$ cat src/design/uart_pkg.sv
//******************************
// UART shared definitions
// Oversampling constant, line FSM
// states and FIFO status flags
//******************************

package uart_pkg;

    // Ticks per bit period, mid-bit sampling relies on it
    localparam int unsigned OVERSAMPLE = 16;

    // Tick counters span 0 to OVERSAMPLE
    localparam int unsigned NB_TICK_CNT = $clog2(OVERSAMPLE) + 1;

    // Receiver and transmitter frame position
    typedef enum logic [1:0] {
        ST_IDLE,
        ST_START,
        ST_DATA,
        ST_STOP
    } line_state_t;

    // FIFO flags reported at the top level
    typedef struct packed {
        logic rx_empty;
        logic rx_full;
        logic tx_empty;
        logic tx_full;
    } uart_status_t;

endpackage

$ cat src/design/baud_tick_gen.sv
//******************************
// Baud tick generator
// One-cycle tick every cmp+1 clocks
//******************************
`timescale 1ns/1ns

module baud_tick_gen #(
    parameter int NB_COUNTER = 32
) (
    input  logic                  clk,
    input  logic                  i_rst,
    input  logic [NB_COUNTER-1:0] i_tick_cmp,
    output logic                  o_tick
);

    logic [NB_COUNTER-1:0] counter;
    logic [NB_COUNTER-1:0] cmp_q;     // Compare value latched at each wrap

    assign o_tick = (counter == cmp_q);

    always_ff @(posedge clk) begin
        if (i_rst) begin
            counter <= '0;
            cmp_q   <= i_tick_cmp;
        end else if (o_tick) begin
            counter <= '0;
            cmp_q   <= i_tick_cmp;    // New rate applies from here
        end else begin
            counter <= counter + 1'b1;
        end
    end

endmodule

$ cat src/design/sync_fifo.sv
//******************************
// Synchronous FIFO
// First-word fall-through, head
// shown combinationally
//******************************
`timescale 1ns/1ns

module sync_fifo #(
    parameter int NB_DATA      = 8,
    parameter int NB_FIFO_ADDR = 5
) (
    input  logic               clk,
    input  logic               i_rst,
    input  logic               i_wr,
    input  logic [NB_DATA-1:0] i_wdata,
    input  logic               i_rd,
    output logic [NB_DATA-1:0] o_rdata,
    output logic               o_empty,
    output logic               o_full
);

    localparam int DEPTH = 2 ** NB_FIFO_ADDR;

    logic [NB_DATA-1:0]    mem [DEPTH];
    logic [NB_FIFO_ADDR:0] wr_ptr;     // Extra MSB marks the wrap
    logic [NB_FIFO_ADDR:0] rd_ptr;
    logic                  wr_en;
    logic                  rd_en;

    assign o_empty = (wr_ptr == rd_ptr);
    assign o_full  = (wr_ptr[NB_FIFO_ADDR] != rd_ptr[NB_FIFO_ADDR]) &&
                     (wr_ptr[NB_FIFO_ADDR-1:0] == rd_ptr[NB_FIFO_ADDR-1:0]);
    assign wr_en   = i_wr & ~o_full;   // Writes when full are lost
    assign rd_en   = i_rd & ~o_empty;
    assign o_rdata = mem[rd_ptr[NB_FIFO_ADDR-1:0]];

    always_ff @(posedge clk) begin
        if (i_rst) begin
            wr_ptr <= '0;
            rd_ptr <= '0;
        end else begin
            if (wr_en) wr_ptr <= wr_ptr + 1'b1;
            if (rd_en) rd_ptr <= rd_ptr + 1'b1;
        end
    end

    always_ff @(posedge clk) begin
        if (wr_en) begin
            mem[wr_ptr[NB_FIFO_ADDR-1:0]] <= i_wdata;
        end
    end

endmodule

$ cat src/design/uart_rx.sv
//******************************
// UART receiver, 8N1
// 16x oversampling, drops frames
// with a bad stop bit
//******************************
`timescale 1ns/1ns

module uart_rx #(
    parameter int NB_DATA = 8
) (
    input  logic               clk,
    input  logic               i_rst,
    input  logic               i_tick,
    input  logic               i_rx,
    output logic [NB_DATA-1:0] o_data,
    output logic               o_valid,
    output logic               o_frame_err
);

    import uart_pkg::*;

    localparam int NB_BIT_CNT = $clog2(NB_DATA);
    localparam logic [NB_TICK_CNT-1:0] MID_TICK = NB_TICK_CNT'(OVERSAMPLE / 2 - 1);
    localparam logic [NB_TICK_CNT-1:0] BIT_TICK = NB_TICK_CNT'(OVERSAMPLE - 1);
    localparam logic [NB_BIT_CNT-1:0]  LAST_BIT = NB_BIT_CNT'(NB_DATA - 1);

    line_state_t            state;
    logic [NB_TICK_CNT-1:0] tick_cnt;
    logic [NB_BIT_CNT-1:0]  bit_cnt;
    logic                   rx_meta;
    logic                   rx_sync;
    logic                   rx_prev;
    logic                   fall_edge;
    logic                   sample;

    // Two-flop synchronizer plus one stage for edge detection
    always_ff @(posedge clk) begin
        if (i_rst) begin
            rx_meta <= 1'b1;
            rx_sync <= 1'b1;
            rx_prev <= 1'b1;
        end else begin
            rx_meta <= i_rx;
            rx_sync <= rx_meta;
            rx_prev <= rx_sync;
        end
    end

    assign fall_edge = rx_prev & ~rx_sync;
    assign sample    = i_tick && (tick_cnt == BIT_TICK);   // One bit period after last sample

    always_ff @(posedge clk) begin
        if (i_rst) begin
            state       <= ST_IDLE;
            tick_cnt    <= '0;
            bit_cnt     <= '0;
            o_valid     <= 1'b0;
            o_frame_err <= 1'b0;
        end else begin
            o_valid     <= 1'b0;
            o_frame_err <= 1'b0;
            case (state)
                ST_IDLE: begin
                    if (fall_edge) begin
                        state    <= ST_START;
                        tick_cnt <= '0;
                    end
                end
                ST_START: begin
                    if (i_tick && tick_cnt == MID_TICK) begin
                        tick_cnt <= '0;
                        bit_cnt  <= '0;
                        state    <= rx_sync ? ST_IDLE : ST_DATA;   // High here is a glitch
                    end else if (i_tick) begin
                        tick_cnt <= tick_cnt + 1'b1;
                    end
                end
                ST_DATA: begin
                    if (sample) begin
                        tick_cnt <= '0;
                        bit_cnt  <= bit_cnt + 1'b1;
                        if (bit_cnt == LAST_BIT) begin
                            state <= ST_STOP;
                        end
                    end else if (i_tick) begin
                        tick_cnt <= tick_cnt + 1'b1;
                    end
                end
                ST_STOP: begin
                    if (sample) begin
                        tick_cnt    <= '0;
                        o_valid     <= rx_sync;
                        o_frame_err <= ~rx_sync;
                        state       <= ST_IDLE;
                    end else if (i_tick) begin
                        tick_cnt <= tick_cnt + 1'b1;
                    end
                end
                default: state <= ST_IDLE;
            endcase
        end
    end

    // Data arrives LSB first, so shift in from the top
    always_ff @(posedge clk) begin
        if (state == ST_DATA && sample) begin
            o_data <= {rx_sync, o_data[NB_DATA-1:1]};
        end
    end

endmodule

$ cat src/design/uart_top.sv
//******************************
// UART top level
// Tick generator, RX and TX with
// a FIFO on each side
//******************************
`timescale 1ns/1ns

module uart_top #(
    parameter int NB_COUNTER   = 32,
    parameter int NB_DATA      = 8,
    parameter int NB_FIFO_ADDR = 5
) (
    input  logic                   clk,
    input  logic                   i_rst,
    input  logic                   i_rx,
    input  logic                   i_wr,
    input  logic [NB_DATA-1:0]     i_wdata,
    input  logic                   i_rd,
    input  logic [NB_COUNTER-1:0]  i_tick_cmp,
    output logic                   o_tx,
    output logic [NB_DATA-1:0]     o_rdata,
    output uart_pkg::uart_status_t o_status,
    output logic                   o_rx_done,
    output logic                   o_tx_done,
    output logic                   o_frame_err
);

    logic               tick;
    logic               tick_buffer;   // Registered copy feeding RX and TX
    logic [NB_DATA-1:0] rx_data;
    logic               rx_valid;
    logic               rx_empty;
    logic               rx_full;
    logic [NB_DATA-1:0] tx_head;
    logic               tx_pop;
    logic               tx_empty;
    logic               tx_full;

    baud_tick_gen #(
        .NB_COUNTER (NB_COUNTER)
    ) u_baud_tick_gen (
        .clk        (clk),
        .i_rst      (i_rst),
        .i_tick_cmp (i_tick_cmp),
        .o_tick     (tick)
    );

    uart_rx #(
        .NB_DATA (NB_DATA)
    ) u_uart_rx (
        .clk         (clk),
        .i_rst       (i_rst),
        .i_tick      (tick_buffer),
        .i_rx        (i_rx),
        .o_data      (rx_data),
        .o_valid     (rx_valid),
        .o_frame_err (o_frame_err)
    );

    sync_fifo #(
        .NB_DATA      (NB_DATA),
        .NB_FIFO_ADDR (NB_FIFO_ADDR)
    ) u_rx_fifo (
        .clk     (clk),
        .i_rst   (i_rst),
        .i_wr    (rx_valid),
        .i_wdata (rx_data),
        .i_rd    (i_rd),
        .o_rdata (o_rdata),
        .o_empty (rx_empty),
        .o_full  (rx_full)
    );

    sync_fifo #(
        .NB_DATA      (NB_DATA),
        .NB_FIFO_ADDR (NB_FIFO_ADDR)
    ) u_tx_fifo (
        .clk     (clk),
        .i_rst   (i_rst),
        .i_wr    (i_wr),
        .i_wdata (i_wdata),
        .i_rd    (tx_pop),
        .o_rdata (tx_head),
        .o_empty (tx_empty),
        .o_full  (tx_full)
    );

    uart_tx #(
        .NB_DATA (NB_DATA)
    ) u_uart_tx (
        .clk     (clk),
        .i_rst   (i_rst),
        .i_tick  (tick_buffer),
        .i_empty (tx_empty),
        .i_data  (tx_head),
        .o_pop   (tx_pop),
        .o_tx    (o_tx),
        .o_done  (o_tx_done)
    );

    always_ff @(posedge clk) begin
        if (i_rst) begin
            tick_buffer <= 1'b0;
            o_rx_done   <= 1'b0;
        end else begin
            tick_buffer <= tick;
            o_rx_done   <= rx_valid;   // Lags the FIFO write by one cycle
        end
    end

    assign o_status = '{rx_empty: rx_empty, rx_full: rx_full,
                        tx_empty: tx_empty, tx_full: tx_full};

endmodule

$ cat src/design/uart_tx.sv
//******************************
// UART transmitter, 8N1
// Pulls bytes from the TX FIFO
// and serializes them
//******************************
`timescale 1ns/1ns

module uart_tx #(
    parameter int NB_DATA = 8
) (
    input  logic               clk,
    input  logic               i_rst,
    input  logic               i_tick,
    input  logic               i_empty,
    input  logic [NB_DATA-1:0] i_data,
    output logic               o_pop,
    output logic               o_tx,
    output logic               o_done
);

    import uart_pkg::*;

    localparam int NB_BIT_CNT = $clog2(NB_DATA);
    localparam logic [NB_TICK_CNT-1:0] BIT_TICK = NB_TICK_CNT'(OVERSAMPLE - 1);
    localparam logic [NB_BIT_CNT-1:0]  LAST_BIT = NB_BIT_CNT'(NB_DATA - 1);

    line_state_t            state;
    logic [NB_TICK_CNT-1:0] tick_cnt;
    logic [NB_BIT_CNT-1:0]  bit_cnt;
    logic [NB_DATA-1:0]     shift_reg;
    logic                   bit_end;

    assign bit_end = i_tick && (tick_cnt == BIT_TICK);

    // Take the next byte on a tick when idle, or right at the end of a stop bit
    assign o_pop = !i_empty && ((state == ST_IDLE && i_tick) || (state == ST_STOP && bit_end));

    always_ff @(posedge clk) begin
        if (i_rst) begin
            state    <= ST_IDLE;
            tick_cnt <= '0;
            bit_cnt  <= '0;
            o_tx     <= 1'b1;
            o_done   <= 1'b0;
        end else begin
            o_done <= 1'b0;
            if (i_tick && state != ST_IDLE) begin
                tick_cnt <= bit_end ? '0 : tick_cnt + 1'b1;
            end
            case (state)
                ST_IDLE: begin
                    if (o_pop) begin
                        o_tx     <= 1'b0;           // Start bit
                        tick_cnt <= '0;
                        state    <= ST_START;
                    end
                end
                ST_START: begin
                    if (bit_end) begin
                        o_tx    <= shift_reg[0];
                        bit_cnt <= '0;
                        state   <= ST_DATA;
                    end
                end
                ST_DATA: begin
                    if (bit_end && bit_cnt == LAST_BIT) begin
                        o_tx  <= 1'b1;              // Stop bit
                        state <= ST_STOP;
                    end else if (bit_end) begin
                        o_tx    <= shift_reg[0];
                        bit_cnt <= bit_cnt + 1'b1;
                    end
                end
                ST_STOP: begin
                    if (bit_end) begin
                        o_done <= 1'b1;
                        o_tx   <= ~o_pop;           // Back-to-back start if more queued
                        state  <= o_pop ? ST_START : ST_IDLE;
                    end
                end
                default: state <= ST_IDLE;
            endcase
        end
    end

    always_ff @(posedge clk) begin
        if (o_pop) begin
            shift_reg <= i_data;
        end else if (bit_end && (state == ST_START || state == ST_DATA)) begin
            shift_reg <= shift_reg >> 1;
        end
    end

endmodule

$ cat config.mk
export PLATFORM = sky130hd
export DESIGN_NAME = uart_top
export DESIGN_NICKNAME = d
export VERILOG_FILES = /design/src/design/uart_pkg.sv /design/src/design/baud_tick_gen.sv /design/src/design/sync_fifo.sv /design/src/design/uart_rx.sv /design/src/design/uart_top.sv /design/src/design/uart_tx.sv
export SDC_FILE = /design/constraint.sdc
export NUM_CORES = 1
export LEC_CHECK = 0
export ABC_AREA = 1
export BUFFER_PORTS_ARGS = -buffer_cell sky130_fd_sc_hd__buf_2
export CORE_MARGIN = 5
export CORE_UTILIZATION = 34
export DETAILED_ROUTE_END_ITERATION = 7
export PLACE_DENSITY = 0.53
export RECOVER_POWER = 50
export SYNTH_ARGS = -nofsm -noshare
export SYNTH_HDL_FRONTEND = slang
export SYNTH_SLANG_ARGS = --single-unit
$ cat constraint.sdc
create_clock -name clk -period 5 [get_ports clk]
set_input_delay 0.75 -clock clk [delete_from_list [all_inputs] [get_ports clk]]
set_output_delay 0.75 -clock clk [all_outputs]
set_load 0.01 [all_outputs]
==> results.toml <==
[timing]
finalSetupTns_ns = 0
slew_headroom = -0.136
drv_slew = 263
hold_viol = 0
setup_viol = 0
fin_ws_ns = 1.03
skew_ns = 0.0268
rsz0062_at_grt = "false"
layout_min_cycle_time_ns = 3.97
worst_pin_slew_ns = 1.70
fmax_mhz = 252
fin_crit_sh = 0.795

[layout]
regArea_um2 = 18700
area_growth_pct = 12.8
drive_gt1_frac = 0.0809
layout.nets = 2549
fillers = 7797
antennaDiodeCount = 0
multi_input_area_um2 = 7300

[logic_synthesis]
yosysTopAreaCell = "edfxtp_1"
synth_area_um2 = 27500
syn_nets = 2520
synth_edf_count = 560
netlist_instances = 2448
async_flop_share = 0
yosysWarnings = 0
yosysMostFrequentCell = "edfxtp_1"
ys.flop_type = "edfxtp_1"
synth_compound_area_frac = 0.103
synth_seq_cells = 655
netlist.area_leader.share = 0.611
netlist_top_cells_count = "edfxtp_1, nand2_1, nor2_1"
ys_seq_area_frac = 0.680
synth_cell_type_count = 43
synth_top_family_by_area = "simple AND/OR/NAND/NOR gates"
synthTopCellsByArea = "edfxtp_1, dfxtp_1, nand2_1"
synth_xor_area_frac = 0.0118
synth.area.mux_share = 0
syn_area_per_cell_um2 = 11.2
synth_adder_area_share = 0.0123
synthSimpleGateAreaFrac = 0.139

[cts]
cts_tree = "done"
cts-root-buf = "clkbuf_16"
cts_setup_buffers = 0
htreeDepth = 3
clk_latency_ns = 0.62
hold_buffers = 0
cts_made_buffers = 72
cts_max_path_buffers = 3
cts_sinks = 655
cts_resized = 0
clk_pin_slew_ns = 0.06

[critical_path]
critPathMaxFanout = 78
start_kind = "register"
required_ns = 4.25
arrival_ns = 3.22
setup.worst_path.end_class = "primary output"
crit_type = "reg2out"
rrSetupSlack_ns = 1.79

[place]
routabilityCongestion = 0.839
place_hpwl_um = 40000
pre_cts_ws_ns = 1.69
port_buffers = 60

[route]
drt-pass1-iter-count = 5
num_vias = 18100
drt_wl_total_um = 65300
drcViolationCount = 0
vias_per_cell = 5.03
drtAntennaViolNets = 0
wl_per_cell_um = 18.2
drt_iter0_markers = 1327

[die]
rows = 104
die-area_um2 = 86800
io_pins = 61
initial_core_util = 0.342
die_h_um = 295
fp.coreArea_um2 = 80400
fp.dieW_um = 295

[pwr]
p_leak_nw = 10.5
p_per_area_nw_per_um2 = 377
vdd_drop_max_mv = 0.304

[global_routing]
antenna_found_initial = 0
grt_pass1_wl_um = 101000
grt_pass1_vias = 17600
grt_max_degree = 129
grt_use_total = 0.147
overflow = 0

[run]
cap_violations = 8

[status]
outcome = "finished with violations"
violations = "capacitance limit, slew limit"

[worst_hold_path]
hold_class = "in2reg"
per-layer routing:
layer | global-route usage | up-vias | share of wire
met5 | 0 | - | 0
met4 | 0.0421 | 0 | 0.023
met3 | 0.0250 | 98 | 0.055
met1 | 0.200 | 8808 | 0.44
li1 | - | 8703 | -
met2 | 0.243 | 466 | 0.48
worst max-delay path: stages (launching register included):
cell and delay, ns:
dfxtp_4 0.68, buf_4 0.73, o21ai_0 0.22, o221ai_1 0.24
o211ai_1 0.18, nand2_1 0.13, nand2_1 0.12, nand2_1 0.13
buf_2 0.13
cell families (layout without fill, tap and decap cells):
kind of cell    count (synthesis)  after routing
flops                         655            655
xor+xnor                       37             37
fa+ha+maj                      27             27
buf+inv                       365            451
simple gates                  878            878
compound gates                486            486
layout by cell type (no fill, tap or decap), types with 7 or more instances in the layout:
cell type,instances
clkinv_2,15
a21oi_1,121
edfxtp_1,560
clkinv_1,15
buf_4,16
o211ai_1,68
ha_1,27
nor3_1,36
o21ai_0,222
dfxtp_1,92
nor2_1,269
o221ai_1,55
o22ai_1,10
buf_2,46
nand4_1,20
clkbuf_16,73
clkbuf_1,32
or2_2,14
xor2_1,16
nand2_1,314
bufinv_16,7
inv_1,235
nand3_1,198
xnor2_1,21
power breakdown:
group	total, W	switching [W]	internal [W]
clock	0.00527	0.00219	0.00307
sequential	0.00597	0.0000363	0.00594
combinational	0.000463	0.000323	0.000140
area by class of cell:
type | instances | area share
sequential | 655 | 0.603
multi-input combinational | 1428 | 0.235
clock buffer | 87 | 0.0605
tap | 1060 | 0.0427
inverter | 238 | 0.0288
clock inverter | 44 | 0.0155
timing repair buffer | 82 | 0.0147
per-stage QoR:
step                hold WS, ns  utilization  power (W)  cells  instance area, um2
global placement          0.398        0.358    0.00654   3463               28800
CTS                       0.263        0.387     0.0118   3594               31100
floorplan                 0.389            -    0.00639   2448               27500
detailed placement        0.405        0.358    0.00656   3463               28800
finish                    0.302        0.386     0.0117   3594               31100
global route              0.265        0.386     0.0121   3594               31100
final timing paths:
path                                          start                  endpoint  cells after the start
worst min register to register    u_uart_rx.rx_meta         u_uart_rx.rx_sync                      1
worst min-delay path                  i_tick_cmp[7]  u_baud_tick_gen.cmp_q[7]                      1
worst max-delay path                       register                o_rdata[2]                      8
worst max register to register  u_rx_fifo.wr_ptr[2]      u_rx_fifo.mem[12][1]                      9
(Power assumes the default switching activity.)
